==> src/rsp_bank_macros.svh <==
////////////////////////////////////////////////////////////
// Sizes of the response bank, shared by every block.
// RB_ID_W, RB_SLOT_W and RB_LEN_W must agree with the
// counts above them. Nothing checks this at elaboration.
////////////////////////////////////////////////////////////

`ifndef RSP_BANK_MACROS_SVH
`define RSP_BANK_MACROS_SVH

// AXI identifiers
`define RB_NUM_IDS 4
`define RB_ID_W 2

// Slots and burst shape
`define RB_CAPACITY 8
`define RB_SLOT_W 3
`define RB_MAX_BURST 4
`define RB_LEN_W 3

// Beat data without the identifier
`define RB_PAYLOAD_W 16

`endif

==> src/rsp_bank_pkg.sv <==
////////////////////////////////////////////////////////////
// Types shared by the response bank blocks.
// Widths come from the macro header.
////////////////////////////////////////////////////////////

`default_nettype none

`include "rsp_bank_macros.svh"

package rsp_bank_pkg;

  typedef logic [`RB_ID_W-1:0]      rb_id_t;
  typedef logic [`RB_NUM_IDS-1:0]   rb_id_mask_t;
  typedef logic [`RB_SLOT_W-1:0]    rb_slot_t;
  typedef logic [`RB_CAPACITY-1:0]  rb_slot_mask_t;
  typedef logic [`RB_LEN_W-1:0]     rb_len_t;
  typedef logic [`RB_PAYLOAD_W-1:0] rb_payload_t;

  // Data on the input and output ports
  typedef struct packed {rb_id_t id; rb_payload_t payload;} rb_beat_t;

  // One accepted reservation
  typedef struct packed {logic valid; rb_id_t id; rb_slot_t slot; rb_len_t len;} rb_rsv_cmd_t;

  // One accepted input beat
  typedef struct packed {logic valid; rb_id_t id; rb_payload_t payload;} rb_in_cmd_t;

  // Write into the store, beat index only spans the burst
  typedef struct packed {
    logic                              valid;
    rb_slot_t                          slot;
    logic [$clog2(`RB_MAX_BURST)-1:0]  beat;
    rb_payload_t                       payload;
  } rb_wr_cmd_t;

  // Oldest unpopped burst of one identifier
  typedef struct packed {logic ready; rb_slot_t slot; rb_len_t beat; logic last;} rb_tail_t;
  typedef rb_tail_t [`RB_NUM_IDS-1:0] rb_tail_vec_t;

  // One beat loaded into the output register
  typedef struct packed {logic valid; rb_id_t id; logic last;} rb_pop_cmd_t;

endpackage

`default_nettype wire

==> src/rsp_bank_decode.sv <==
////////////////////////////////////////////////////////////
// Handshake decode and free slot search, all combinational.
// clk_i and rst_ni have no loads in this block, so lint
// reports them as unused inputs.
// o_in_ready depends on i_in_valid.
////////////////////////////////////////////////////////////

`timescale 1ns/1ns
`default_nettype none

`include "rsp_bank_macros.svh"

module rsp_bank_decode import rsp_bank_pkg::*; (
  input  logic          clk_i,
  input  logic          rst_ni,
  // Reservation side
  input  logic          i_rsv_valid,
  input  rb_id_mask_t   i_rsv_id_onehot,
  input  rb_len_t       i_rsv_burst_len,
  output rb_slot_t      o_rsv_addr,
  output logic          o_rsv_ready,
  // Input beats
  input  rb_beat_t      i_in_beat,
  input  logic          i_in_valid,
  output logic          o_in_ready,
  // State from lists and result
  input  rb_slot_mask_t i_slot_busy,
  input  rb_slot_mask_t i_slot_held,
  input  rb_id_mask_t   i_id_pending,
  // Accepted commands
  output rb_rsv_cmd_t   o_rsv_cmd,
  output rb_in_cmd_t    o_in_cmd
);

  rb_slot_mask_t slot_free;
  rb_slot_t      free_slot;
  rb_id_t        rsv_id;

  // A slot whose last beat waits in the output register is not free yet
  assign slot_free = ~(i_slot_busy | i_slot_held);

  // Lowest free slot, scanning down so the lowest hit is kept
  always_comb begin
    free_slot = '0;
    for (int s = `RB_CAPACITY - 1; s >= 0; s--) begin
      if (slot_free[s]) begin
        free_slot = rb_slot_t'(s);
      end
    end
  end

  // One-hot identifier to binary
  always_comb begin
    rsv_id = '0;
    for (int i = 0; i < `RB_NUM_IDS; i++) begin
      if (i_rsv_id_onehot[i]) begin
        rsv_id = rb_id_t'(i);
      end
    end
  end

  assign o_rsv_addr  = free_slot;
  assign o_rsv_ready = |slot_free;
  assign o_in_ready  = i_in_valid && i_id_pending[i_in_beat.id];

  // Commands carry the handshake result, so lists never re-checks it
  always_comb begin
    o_rsv_cmd.valid   = i_rsv_valid && o_rsv_ready;
    o_rsv_cmd.id      = rsv_id;
    o_rsv_cmd.slot    = free_slot;
    o_rsv_cmd.len     = i_rsv_burst_len;
    o_in_cmd.valid    = o_in_ready;
    o_in_cmd.id       = i_in_beat.id;
    o_in_cmd.payload  = i_in_beat.payload;
  end

endmodule

`default_nettype wire

==> src/rsp_bank_lists.sv <==
////////////////////////////////////////////////////////////
// Per-identifier linked lists of slots and per-slot beat
// counters. Bursts of one identifier fill and leave in
// reservation order. An input command must target an
// identifier with a pending reservation.
////////////////////////////////////////////////////////////

`timescale 1ns/1ns
`default_nettype none

`include "rsp_bank_macros.svh"

module rsp_bank_lists import rsp_bank_pkg::*; (
  input  logic          clk_i,
  input  logic          rst_ni,
  input  rb_rsv_cmd_t   i_rsv_cmd,
  input  rb_in_cmd_t    i_in_cmd,
  input  rb_pop_cmd_t   i_pop_cmd,
  output rb_slot_mask_t o_slot_busy,
  output rb_id_mask_t   o_id_pending,
  output rb_tail_vec_t  o_tails,
  output rb_wr_cmd_t    o_wr_cmd
);

  ////////////////////////////////////////////////////////////
  // Per-identifier pointers and burst counts
  ////////////////////////////////////////////////////////////

  // Newest reservation, oldest unfilled burst, oldest unpopped burst
  rb_slot_t rsv_head_q [`RB_NUM_IDS];
  rb_slot_t rsv_head_d [`RB_NUM_IDS];
  rb_slot_t fill_q     [`RB_NUM_IDS];
  rb_slot_t fill_d     [`RB_NUM_IDS];
  rb_slot_t tail_q     [`RB_NUM_IDS];
  rb_slot_t tail_d     [`RB_NUM_IDS];

  // Bursts still waiting for beats, and complete bursts not yet popped
  logic [`RB_SLOT_W:0] n_rsv_q [`RB_NUM_IDS];
  logic [`RB_SLOT_W:0] n_rsv_d [`RB_NUM_IDS];
  logic [`RB_SLOT_W:0] n_cpl_q [`RB_NUM_IDS];
  logic [`RB_SLOT_W:0] n_cpl_d [`RB_NUM_IDS];

  // Slot links, written when a reservation extends a live list
  rb_slot_t nxt_q [`RB_CAPACITY];
  logic     append;

  // Reserved, received and output beats per slot
  rb_len_t rsv_cnt_q [`RB_CAPACITY];
  rb_len_t rcv_cnt_q [`RB_CAPACITY];
  rb_len_t out_cnt_q [`RB_CAPACITY];

  rb_slot_t in_slot;
  rb_slot_t pop_slot;

  assign in_slot  = fill_q[i_in_cmd.id];
  assign pop_slot = tail_q[i_pop_cmd.id];

  always_comb begin : next_state
    logic                rsv_hit;
    logic                in_hit;
    logic                in_done;
    logic                pop_done;
    logic [`RB_SLOT_W:0] rsv_left;
    logic [`RB_SLOT_W:0] cpl_left;
    rb_slot_t            fill_slot;

    append = 1'b0;
    for (int i = 0; i < `RB_NUM_IDS; i++) begin
      rsv_hit   = i_rsv_cmd.valid && (i_rsv_cmd.id == rb_id_t'(i));
      in_hit    = i_in_cmd.valid && (i_in_cmd.id == rb_id_t'(i));
      pop_done  = i_pop_cmd.valid && i_pop_cmd.last && (i_pop_cmd.id == rb_id_t'(i));
      fill_slot = fill_q[i];
      // This beat is the last one the burst at the fill pointer waits for
      in_done   = in_hit && (rcv_cnt_q[fill_slot] + 1'b1 == rsv_cnt_q[fill_slot]);

      rsv_left = n_rsv_q[i] - in_done;
      cpl_left = n_cpl_q[i] + in_done - pop_done;
      n_rsv_d[i] = rsv_left + rsv_hit;
      n_cpl_d[i] = cpl_left;

      fill_d[i]     = in_done ? nxt_q[fill_slot] : fill_slot;
      tail_d[i]     = pop_done ? nxt_q[tail_q[i]] : tail_q[i];
      rsv_head_d[i] = rsv_head_q[i];

      if (rsv_hit) begin
        rsv_head_d[i] = i_rsv_cmd.slot;
        // Nothing left to fill, so the new burst is filled next
        if (rsv_left == '0) begin
          fill_d[i] = i_rsv_cmd.slot;
        end
        // Empty list restarts at the new slot, otherwise link it in
        if (rsv_left == '0 && cpl_left == '0) begin
          tail_d[i] = i_rsv_cmd.slot;
        end else begin
          append = 1'b1;
        end
      end
    end
  end

  always_ff @(posedge clk_i or negedge rst_ni) begin
    if (!rst_ni) begin
      rsv_head_q <= '{default: '0};
      fill_q     <= '{default: '0};
      tail_q     <= '{default: '0};
      n_rsv_q    <= '{default: '0};
      n_cpl_q    <= '{default: '0};
      nxt_q      <= '{default: '0};
    end else begin
      rsv_head_q <= rsv_head_d;
      fill_q     <= fill_d;
      tail_q     <= tail_d;
      n_rsv_q    <= n_rsv_d;
      n_cpl_q    <= n_cpl_d;
      if (append) begin
        nxt_q[rsv_head_q[i_rsv_cmd.id]] <= i_rsv_cmd.slot;
      end
    end
  end

  ////////////////////////////////////////////////////////////
  // Per-slot beat counters
  ////////////////////////////////////////////////////////////

  // The three commands never address the same slot in one cycle
  always_ff @(posedge clk_i or negedge rst_ni) begin
    if (!rst_ni) begin
      rsv_cnt_q <= '{default: '0};
      rcv_cnt_q <= '{default: '0};
      out_cnt_q <= '{default: '0};
    end else begin
      if (i_rsv_cmd.valid) begin
        rsv_cnt_q[i_rsv_cmd.slot] <= i_rsv_cmd.len;
        rcv_cnt_q[i_rsv_cmd.slot] <= '0;
        out_cnt_q[i_rsv_cmd.slot] <= '0;
      end
      if (i_in_cmd.valid) begin
        rcv_cnt_q[in_slot] <= rcv_cnt_q[in_slot] + 1'b1;
      end
      if (i_pop_cmd.valid) begin
        if (i_pop_cmd.last) begin
          rsv_cnt_q[pop_slot] <= '0;
          out_cnt_q[pop_slot] <= '0;
        end else begin
          out_cnt_q[pop_slot] <= out_cnt_q[pop_slot] + 1'b1;
        end
      end
    end
  end

  ////////////////////////////////////////////////////////////
  // Outputs
  ////////////////////////////////////////////////////////////

  always_comb begin
    for (int s = 0; s < `RB_CAPACITY; s++) begin
      o_slot_busy[s] = rsv_cnt_q[s] != '0;
    end
    for (int i = 0; i < `RB_NUM_IDS; i++) begin
      o_id_pending[i]  = n_rsv_q[i] != '0;
      // Complete bursts sit at the front of the list
      o_tails[i].ready = n_cpl_q[i] != '0;
      o_tails[i].slot  = tail_q[i];
      o_tails[i].beat  = out_cnt_q[tail_q[i]];
      o_tails[i].last  = out_cnt_q[tail_q[i]] + 1'b1 == rsv_cnt_q[tail_q[i]];
    end
  end

  always_comb begin
    o_wr_cmd.valid   = i_in_cmd.valid;
    o_wr_cmd.slot    = in_slot;
    o_wr_cmd.beat    = rcv_cnt_q[in_slot][$clog2(`RB_MAX_BURST)-1:0];
    o_wr_cmd.payload = i_in_cmd.payload;
  end

endmodule

`default_nettype wire

==> src/rsp_bank_store.sv <==
////////////////////////////////////////////////////////////
// Payload array, one row of beats per slot.
// One write port, combinational read port.
////////////////////////////////////////////////////////////

`timescale 1ns/1ns
`default_nettype none

`include "rsp_bank_macros.svh"

module rsp_bank_store import rsp_bank_pkg::*; (
  input  logic        clk_i,
  input  logic        rst_ni,
  input  rb_wr_cmd_t  i_wr_cmd,
  input  rb_slot_t    i_rd_slot,
  input  rb_len_t     i_rd_beat,
  output rb_payload_t o_rd_payload
);

  rb_payload_t mem_q [`RB_CAPACITY][`RB_MAX_BURST];

  // Cleared so reads of unwritten beats return zero, not X
  always_ff @(posedge clk_i or negedge rst_ni) begin
    if (!rst_ni) begin
      mem_q <= '{default: '0};
    end else if (i_wr_cmd.valid) begin
      mem_q[i_wr_cmd.slot][i_wr_cmd.beat] <= i_wr_cmd.payload;
    end
  end

  // Beat index never reaches the burst length here
  assign o_rd_payload = mem_q[i_rd_slot][i_rd_beat[$clog2(`RB_MAX_BURST)-1:0]];

endmodule

`default_nettype wire

==> src/rsp_bank_result.sv <==
////////////////////////////////////////////////////////////
// Release arbiter and registered output.
// Lowest identifier with a complete, enabled tail wins.
// Output holds under back-pressure.
////////////////////////////////////////////////////////////

`timescale 1ns/1ns
`default_nettype none

`include "rsp_bank_macros.svh"

module rsp_bank_result import rsp_bank_pkg::*; (
  input  logic          clk_i,
  input  logic          rst_ni,
  input  rb_tail_vec_t  i_tails,
  input  rb_slot_mask_t i_release_en,
  input  logic          i_out_ready,
  input  rb_payload_t   i_rd_payload,
  output rb_slot_t      o_rd_slot,
  output rb_len_t       o_rd_beat,
  output rb_pop_cmd_t   o_pop_cmd,
  output rb_beat_t      o_out_beat,
  output logic          o_out_valid,
  output rb_slot_mask_t o_released_addr_onehot,
  output rb_slot_mask_t o_slot_held
);

  rb_id_mask_t cand;
  rb_id_t      sel_id;
  logic        sel_valid;
  rb_tail_t    sel_tail;
  logic        load_en;
  logic        out_hs;

  logic        out_valid_q;
  rb_slot_t    out_slot_q;
  logic        out_last_q;
  rb_beat_t    out_beat_q;

  always_comb begin
    for (int i = 0; i < `RB_NUM_IDS; i++) begin
      cand[i] = i_tails[i].ready && i_release_en[i_tails[i].slot];
    end
  end

  // Lowest identifier wins
  always_comb begin
    sel_id = '0;
    for (int i = `RB_NUM_IDS - 1; i >= 0; i--) begin
      if (cand[i]) begin
        sel_id = rb_id_t'(i);
      end
    end
  end

  assign sel_valid = |cand;
  assign sel_tail  = i_tails[sel_id];
  assign out_hs    = out_valid_q && i_out_ready;
  // Register empty or draining this cycle
  assign load_en   = !out_valid_q || i_out_ready;

  assign o_rd_slot = sel_tail.slot;
  assign o_rd_beat = sel_tail.beat;

  always_comb begin
    o_pop_cmd.valid = sel_valid && load_en;
    o_pop_cmd.id    = sel_id;
    o_pop_cmd.last  = sel_tail.last;
  end

  always_ff @(posedge clk_i or negedge rst_ni) begin
    if (!rst_ni) begin
      out_valid_q <= 1'b0;
      out_slot_q  <= '0;
      out_last_q  <= 1'b0;
    end else if (load_en) begin
      out_valid_q <= sel_valid;
      if (sel_valid) begin
        out_slot_q <= sel_tail.slot;
        out_last_q <= sel_tail.last;
      end
    end
  end

  always_ff @(posedge clk_i) begin
    if (load_en && sel_valid) begin
      out_beat_q.id      <= sel_id;
      out_beat_q.payload <= i_rd_payload;
    end
  end

  assign o_out_beat  = out_beat_q;
  assign o_out_valid = out_valid_q;

  // Release pulse on the handshake, and hold the slot while its last beat waits
  always_comb begin
    o_released_addr_onehot = '0;
    o_slot_held            = '0;
    if (out_hs) begin
      o_released_addr_onehot[out_slot_q] = 1'b1;
    end
    if (out_valid_q && out_last_q) begin
      o_slot_held[out_slot_q] = 1'b1;
    end
  end

endmodule

`default_nettype wire

==> src/rsp_bank.sv <==
////////////////////////////////////////////////////////////
// Response bank top level.
// i_rsv_burst_len must never be zero.
// Reservation id must be one-hot when i_rsv_valid is high.
////////////////////////////////////////////////////////////

`timescale 1ns/1ns
`default_nettype none

module rsp_bank import rsp_bank_pkg::*; (
  input  logic          clk_i,
  input  logic          rst_ni,
  // Reservation
  input  logic          i_rsv_valid,
  input  rb_id_mask_t   i_rsv_id_onehot,
  input  rb_len_t       i_rsv_burst_len,
  output rb_slot_t      o_rsv_addr,
  output logic          o_rsv_ready,
  // Beats from the memory side
  input  rb_beat_t      i_in_beat,
  input  logic          i_in_valid,
  output logic          o_in_ready,
  // Beats to the requester
  output rb_beat_t      o_out_beat,
  output logic          o_out_valid,
  input  logic          i_out_ready,
  // Release control
  input  rb_slot_mask_t i_release_en,
  output rb_slot_mask_t o_released_addr_onehot
);

  rb_rsv_cmd_t   rsv_cmd;
  rb_in_cmd_t    in_cmd;
  rb_wr_cmd_t    wr_cmd;
  rb_pop_cmd_t   pop_cmd;
  rb_tail_vec_t  tails;
  rb_slot_mask_t slot_busy;
  rb_slot_mask_t slot_held;
  rb_id_mask_t   id_pending;
  rb_slot_t      rd_slot;
  rb_len_t       rd_beat;
  rb_payload_t   rd_payload;

  rsp_bank_decode u_decode (
    .clk_i           (clk_i),
    .rst_ni          (rst_ni),
    .i_rsv_valid     (i_rsv_valid),
    .i_rsv_id_onehot (i_rsv_id_onehot),
    .i_rsv_burst_len (i_rsv_burst_len),
    .o_rsv_addr      (o_rsv_addr),
    .o_rsv_ready     (o_rsv_ready),
    .i_in_beat       (i_in_beat),
    .i_in_valid      (i_in_valid),
    .o_in_ready      (o_in_ready),
    .i_slot_busy     (slot_busy),
    .i_slot_held     (slot_held),
    .i_id_pending    (id_pending),
    .o_rsv_cmd       (rsv_cmd),
    .o_in_cmd        (in_cmd)
  );

  rsp_bank_lists u_lists (
    .clk_i        (clk_i),
    .rst_ni       (rst_ni),
    .i_rsv_cmd    (rsv_cmd),
    .i_in_cmd     (in_cmd),
    .i_pop_cmd    (pop_cmd),
    .o_slot_busy  (slot_busy),
    .o_id_pending (id_pending),
    .o_tails      (tails),
    .o_wr_cmd     (wr_cmd)
  );

  rsp_bank_store u_store (
    .clk_i        (clk_i),
    .rst_ni       (rst_ni),
    .i_wr_cmd     (wr_cmd),
    .i_rd_slot    (rd_slot),
    .i_rd_beat    (rd_beat),
    .o_rd_payload (rd_payload)
  );

  rsp_bank_result u_result (
    .clk_i                  (clk_i),
    .rst_ni                 (rst_ni),
    .i_tails                (tails),
    .i_release_en           (i_release_en),
    .i_out_ready            (i_out_ready),
    .i_rd_payload           (rd_payload),
    .o_rd_slot              (rd_slot),
    .o_rd_beat              (rd_beat),
    .o_pop_cmd              (pop_cmd),
    .o_out_beat             (o_out_beat),
    .o_out_valid            (o_out_valid),
    .o_released_addr_onehot (o_released_addr_onehot),
    .o_slot_held            (slot_held)
  );

endmodule

`default_nettype wire

==> config.mk <==
export PLATFORM = sky130hd
export DESIGN_NAME = rsp_bank
export DESIGN_NICKNAME = d
export VERILOG_FILES = /design/src/rsp_bank_pkg.sv /design/src/rsp_bank_decode.sv /design/src/rsp_bank_lists.sv /design/src/rsp_bank_store.sv /design/src/rsp_bank_result.sv /design/src/rsp_bank.sv
export VERILOG_INCLUDE_DIRS = /design/src
export SDC_FILE = /design/constraint.sdc
export NUM_CORES = 1
export LEC_CHECK = 0
export BUFFER_PORTS_ARGS = -buffer_cell sky130_fd_sc_hd__buf_2
export CORE_UTILIZATION = 50
export DETAILED_ROUTE_END_ITERATION = 10
export GPL_TIMING_DRIVEN = 0
export PLACE_DENSITY = 0.75
export SLEW_MARGIN = 30
export SYNTH_ARGS = -nofsm -noshare
export SYNTH_HDL_FRONTEND = slang
export SYNTH_SLANG_ARGS = --single-unit
==> constraint.sdc <==
create_clock -name clk_i -period 18.92 [get_ports clk_i]
set_input_delay 2.838 -clock clk_i [delete_from_list [all_inputs] [get_ports clk_i]]
set_output_delay 2.838 -clock clk_i [all_outputs]
set_load 0.05 [all_outputs]
# --- Word-level counts from Yosys, hierarchy flattened ---
# Cells that the tools add are included.
word_totals:
  input_bits: 38
  elab_cells: 438
  output_inout_bits: 32
  reg_bits: 699
op_classes:
  muxes: 181
  n_eq_ne: 17
  bitwise: 26
  order_cmp: 31
  reduce_logical: 68
  n_addsub: 26
ops:
  columns: ["op", "count"]
  rows:
  - ["$bwmux 512", 1]
  - ["$mux 3", 94]
  - ["$bmux 3 s3", 26]
  - ["$bmux 64 s3", 1]
  - ["$demux 64 s3", 1]
  - ["$mux 24", 8]
  - ["$mux 64", 3]
  - ["$and 24x24->24", 4]
  - ["$bwmux 24", 4]
  - ["$ge 4x4->1 const B", 13]
  - ["$not 3->4", 13]
  - ["$mux 16", 3]
  - ["$not 24->24", 2]
  - ["$demux 3 s3", 4]
  - ["$logic_and 1x1->1", 36]
  - ["$add 4x1->4", 8]
  - ["$bmux 16 s2", 1]
  - ["$demux 16 s2", 1]
  - ["$logic_not 4->1", 8]
  - ["$reduce_bool 4->1", 8]
  - ["$sub 4x1->4", 8]
  - ["$add 3x1->3 const B", 10]
  - ["$eq 3x3->1", 8]
  - ["$reduce_bool 3->1", 8]
  - ["26 further kinds", 76]

# --- Depth between registers and ports, before layout ---
depth:
  word_depth: 26
  mapped_depth: 25

# --- Cells and area by module ---
# Synthesis repeated with hierarchy kept, for this count alone.
unflattened:
  cells_unflattened: 3075
  hier_area_um2: 39076.2
by_module_without_submodules:
  columns: ["mod", "instances", "area_per_inst_um2", "cells_each"]
  rows:
  - ["rsp_bank_store", 1, 23910.4, 1730]
  - ["rsp_bank_lists", 1, 13223.9, 1154]
  - ["rsp_bank_result", 1, 1594.0, 141]
  - ["rsp_bank_decode", 1, 347.8, 50]

# --- Least setup slack after synthesis ---
# No wires, ideal clock.
synth_timing:
  kind: "in2reg"
  start: "input i_release_en[7]"
  end: "register u_lists.nxt_q[3] (netlist name)"
  required_ps: 18795
  setup_time_ps: 125
  path_slack_ps: 11168
  arrival_ps: 7627
  cell_stages: 20
  path_cell_list: "mux4_2 > mux2_2 > and2_1 > buf_2 > a31oi_4 > o221ai_2 > nor4_1 > ha_1 > inv_1 > ha_1 > inv_1 > fa_1 > xnor2_1 > nor4_1 > nand2b_1 > a21oi_1 > a211oi_1 > or2_2 > or3b_2 > mux2_2"
synth_rtl:
  columns: ["item", "line_no", "rtl"]
  rows:
  - ["start, declared", "rsp_bank.sv:28", "input rb_slot_mask_t i_release_en,"]
  - ["end signal, assigned by index", "rsp_bank_lists.sv:116", "nxt_q[rsv_head_q[i_rsv_cmd.id]] <= i_rsv_cmd.slot;"]
  - ["end, declared", "rsp_bank_lists.sv:44", "rb_slot_t nxt_q [`RB_CAPACITY];"]

# --- Final worst setup path ---
layout_timing:
  start: "input i_in_beat[17] (netlist name)"
  end: "output o_in_ready"
layout_via:
  elab_chain_len: 3
layout_rtl:
  columns: ["item", "line_no", "rtl"]
  rows:
  - ["start, declared", "rsp_bank.sv:20", "input rb_beat_t i_in_beat,"]
  - ["$bmux 1 s2", "rsp_bank_decode.sv:64", "assign o_in_ready = i_in_valid && i_id_pending[i_in_beat.id];"]
  - ["$mux 1 (implied by the code)", "rsp_bank_decode.sv:64", null]
  - ["$logic_and 1x1->1", "rsp_bank_decode.sv:64", null]
  - ["end, declared", "rsp_bank.sv:22", "output logic o_in_ready,"]
# Every way passes these cells. The select of a mux whose other input is x is not followed.

==> results.cfg <==
[timing]
finalSetupTns_ns = 0
tightestPinTransition_ns = 1.20
grt_setup_unrepaired = false
hold_viol = 0
max_freq_ghz = 0.120
finalCritPeriodShare_pct = 44.2
finalClockSkew_ns = 0.0446
maxSlewViolCount = 0
setup_viol = 0
slew_headroom_pct = 19.8
fin_crit_ns = 8.36

[worst_setup_path]
path_max_fanout = 10
cp_data_required_time_ns = 16.08
start_kind = input port
end_kind = output pin
cp.arrival_ns = 5.52
critPathKind = in2out
r2r_cells = 23

[routing]
via_count = 30300
antenna_left = 0
routed_wl_um = 137000
wl_per_cell_um = 31.7
drtPass1Iterations = 6
drtIter0Drc = 4783
routed_via_density = 7.03
drc = 0

[grt]
grt_pass1_wl_um = 197000
gr-max-usage-layer = met2
grtUsageTotal_pct = 35.9
grt_util_met3_pct = 13.7
antenna_found_initial = 8
met2_usage_pct = 52.1
grt_max_degree = 89
grt_overflow_total = 0
grt.met1_usage_pct = 45.4
first_global_vias = 29500

[synth]
synth.avg_cell_area_um2 = 12.0
postSynth.asyncResetShare_pct = 97.4
yosysSeqAreaShare_pct = 46.9
synth_cell_types = 85
synth_nets = 3209
synth_top_cell_by_area = dfrtp_1
synth.top_cells.by_count = 681 x dfrtp_1, 578 x mux2_2, 376 x nand2_1
netlist_area_um2 = 37500
synth-edff-count = 18
ys_seq_elements = 699
ys_top_cells_by_area = dfrtp_1 45%, mux2_2 17%, mux4_2 9.4%
synth.top_cell.area_share_pct = 45.5
synth_most_common_cell = dfrtp_1
synthFlopType = dfrtp_1
netlist_instances = 3118
yosysWarnings = 0

[clock_network]
htreeDepth = 3
post_cts_resized = 0
cts_buffers = 76
clkTransAtPathRegs_ns = 0.06
post_cts.repair.setup_buffers = 0
clock_path_buffers = 3
cts_sinks = 699
cts_tree = built
cts_hold_buf = 0
clock_latency_ns = 0.66
clockRootBuffer = clkbuf_16

[floorplanning]
dieArea_um2 = 76000
ios = 70
rows = 100
fp.dieW_um = 276
core_region_area_um2 = 74300
fp.dieH_um = 276
initial_utilization_pct = 50.4

[layout]
utilization_pct = 56.5
drive_above_1_share_pct = 32.3
nets = 3365
syn2layout_area_growth_pct = 12.1

[worst_hold_path]
hp-class = reg2reg
hold_depth = 2

[flow_run]
maxCapViolCount = 0

[placement]
finalWeightedCongestion = 0.974
io_buffers = 61
hpwl_um = 90500

[status]
status = finished clean
[final cells by class]
cell class	count	area (µm²)
clock inverters	27	308
clock buffers	113	2210
fillers	6126	32300
plain buffers	241	1070
repair buffers	78	656
multi-input cells	2104	18700
diodes	3	7.51
flip-flops and latches	699	17600
inverters	74	278
well taps	969	1210
[cell families (layout without fill, tap and decap cells)]
logic type               count (synthesis)  count (layout)  share of synthesized area [%]
AO/OA/AOI/OAI                          556             556                           10.2
XOR/XNOR                                67              67                           1.59
adder cells (fa/ha/maj)                 53              53                           1.85
buffers and inverters                  315             533                           3.46
flip-flops                             699             699                           46.9
multiplexers                           807             807                           28.7
other                                    0               3                              0
AND/OR/NAND/NOR                        621             621                           7.27
[worst max-delay path: stages]
cell and delay [ns]:
buf_2 0.09, clkbuf_1 0.52, nor4_1 0.12, nand2_1 0.11, nor4bb_1 0.29, clkbuf_1 0.57
clkbuf_1 0.58, buf_2 0.38
[metal layers]
| layer | share of wire [%] | vias to the layer above |
|---|---|---|
| met5 | 0.18 | - |
| met4 | 6.9 | 15 |
| met3 | 15 | 664 |
| met2 | 42 | 2564 |
| met1 | 35 | 15100 |
| li1 | - | 11900 |
[final timing paths]
check | start | end | slack (ns)
worst max-delay path | i_in_beat[17] | o_in_ready | 10.56
worst min-delay path | u_lists.rsv_head_q[7] | u_lists.rsv_head_q[7] | 0.48
worst max register to register | u_lists.o_tails[5] | u_lists.nxt_q[19] | 11.36
worst min register to register | u_lists.rsv_head_q[7] | u_lists.rsv_head_q[7] | 0.48
max in group asynchronous | rst_ni | u_store.mem_q[333] | 14.71
min in group asynchronous | rst_ni | u_lists.n_rsv_q[4] | 2.19
[through the flow]
step           cell area, µm²  instances  worst slack [ns]  hold slack, ns
6_report                42000       4308             10.56           0.478
5_1_grt                 42000       4308             10.33           0.510
4_1_cts                 42000       4305             10.58           0.483
3_5_place_dp            39400       4165             10.15           0.471
3_3_place_gp            39000       4148             0.519           0.462
2_1_floorplan           37500       3118             11.17           0.450
[flip-flops by register name, summed over array words and instances, names as in the netlist, 16 cells and up]
register,cells
u_lists.rcv_cnt_q,24
u_lists.n_rsv_q,16
u_lists.n_cpl_q,16
u_lists.nxt_q,24
u_result.o_out_beat,18
u_store.mem_q,512
u_lists.out_cnt_q,24
u_lists.rsv_cnt_q,24
[cell usage in the layout (no fill, tap or decap), types with 13 or more instances in the layout]
cell,count
dfrtp_1,681
mux2_2,578
nand2_1,376
a21oi_1,183
mux4_2,156
clkbuf_1,143
buf_2,119
nor2_1,83
clkbuf_16,77
mux2i_1,71
inv_1,66
o21ai_0,60
ha_1,49
o22ai_1,46
a221oi_1,41
xnor2_1,40
clkbuf_2,36
a22oi_1,31
xor2_1,26
nand3_1,25
nor3_1,18
edfxtp_1,18
a211oi_1,17
o211ai_1,17
buf_1,15
o2bb2ai_1,15
clkbuf_8,15
nor3b_1,14
a22o_1,14
o221ai_1,14
nand2b_1,13
Power is left out: the tool's default activity adds up to more than one toggle a clock period on the data nets, which glitch-free logic cannot reach.
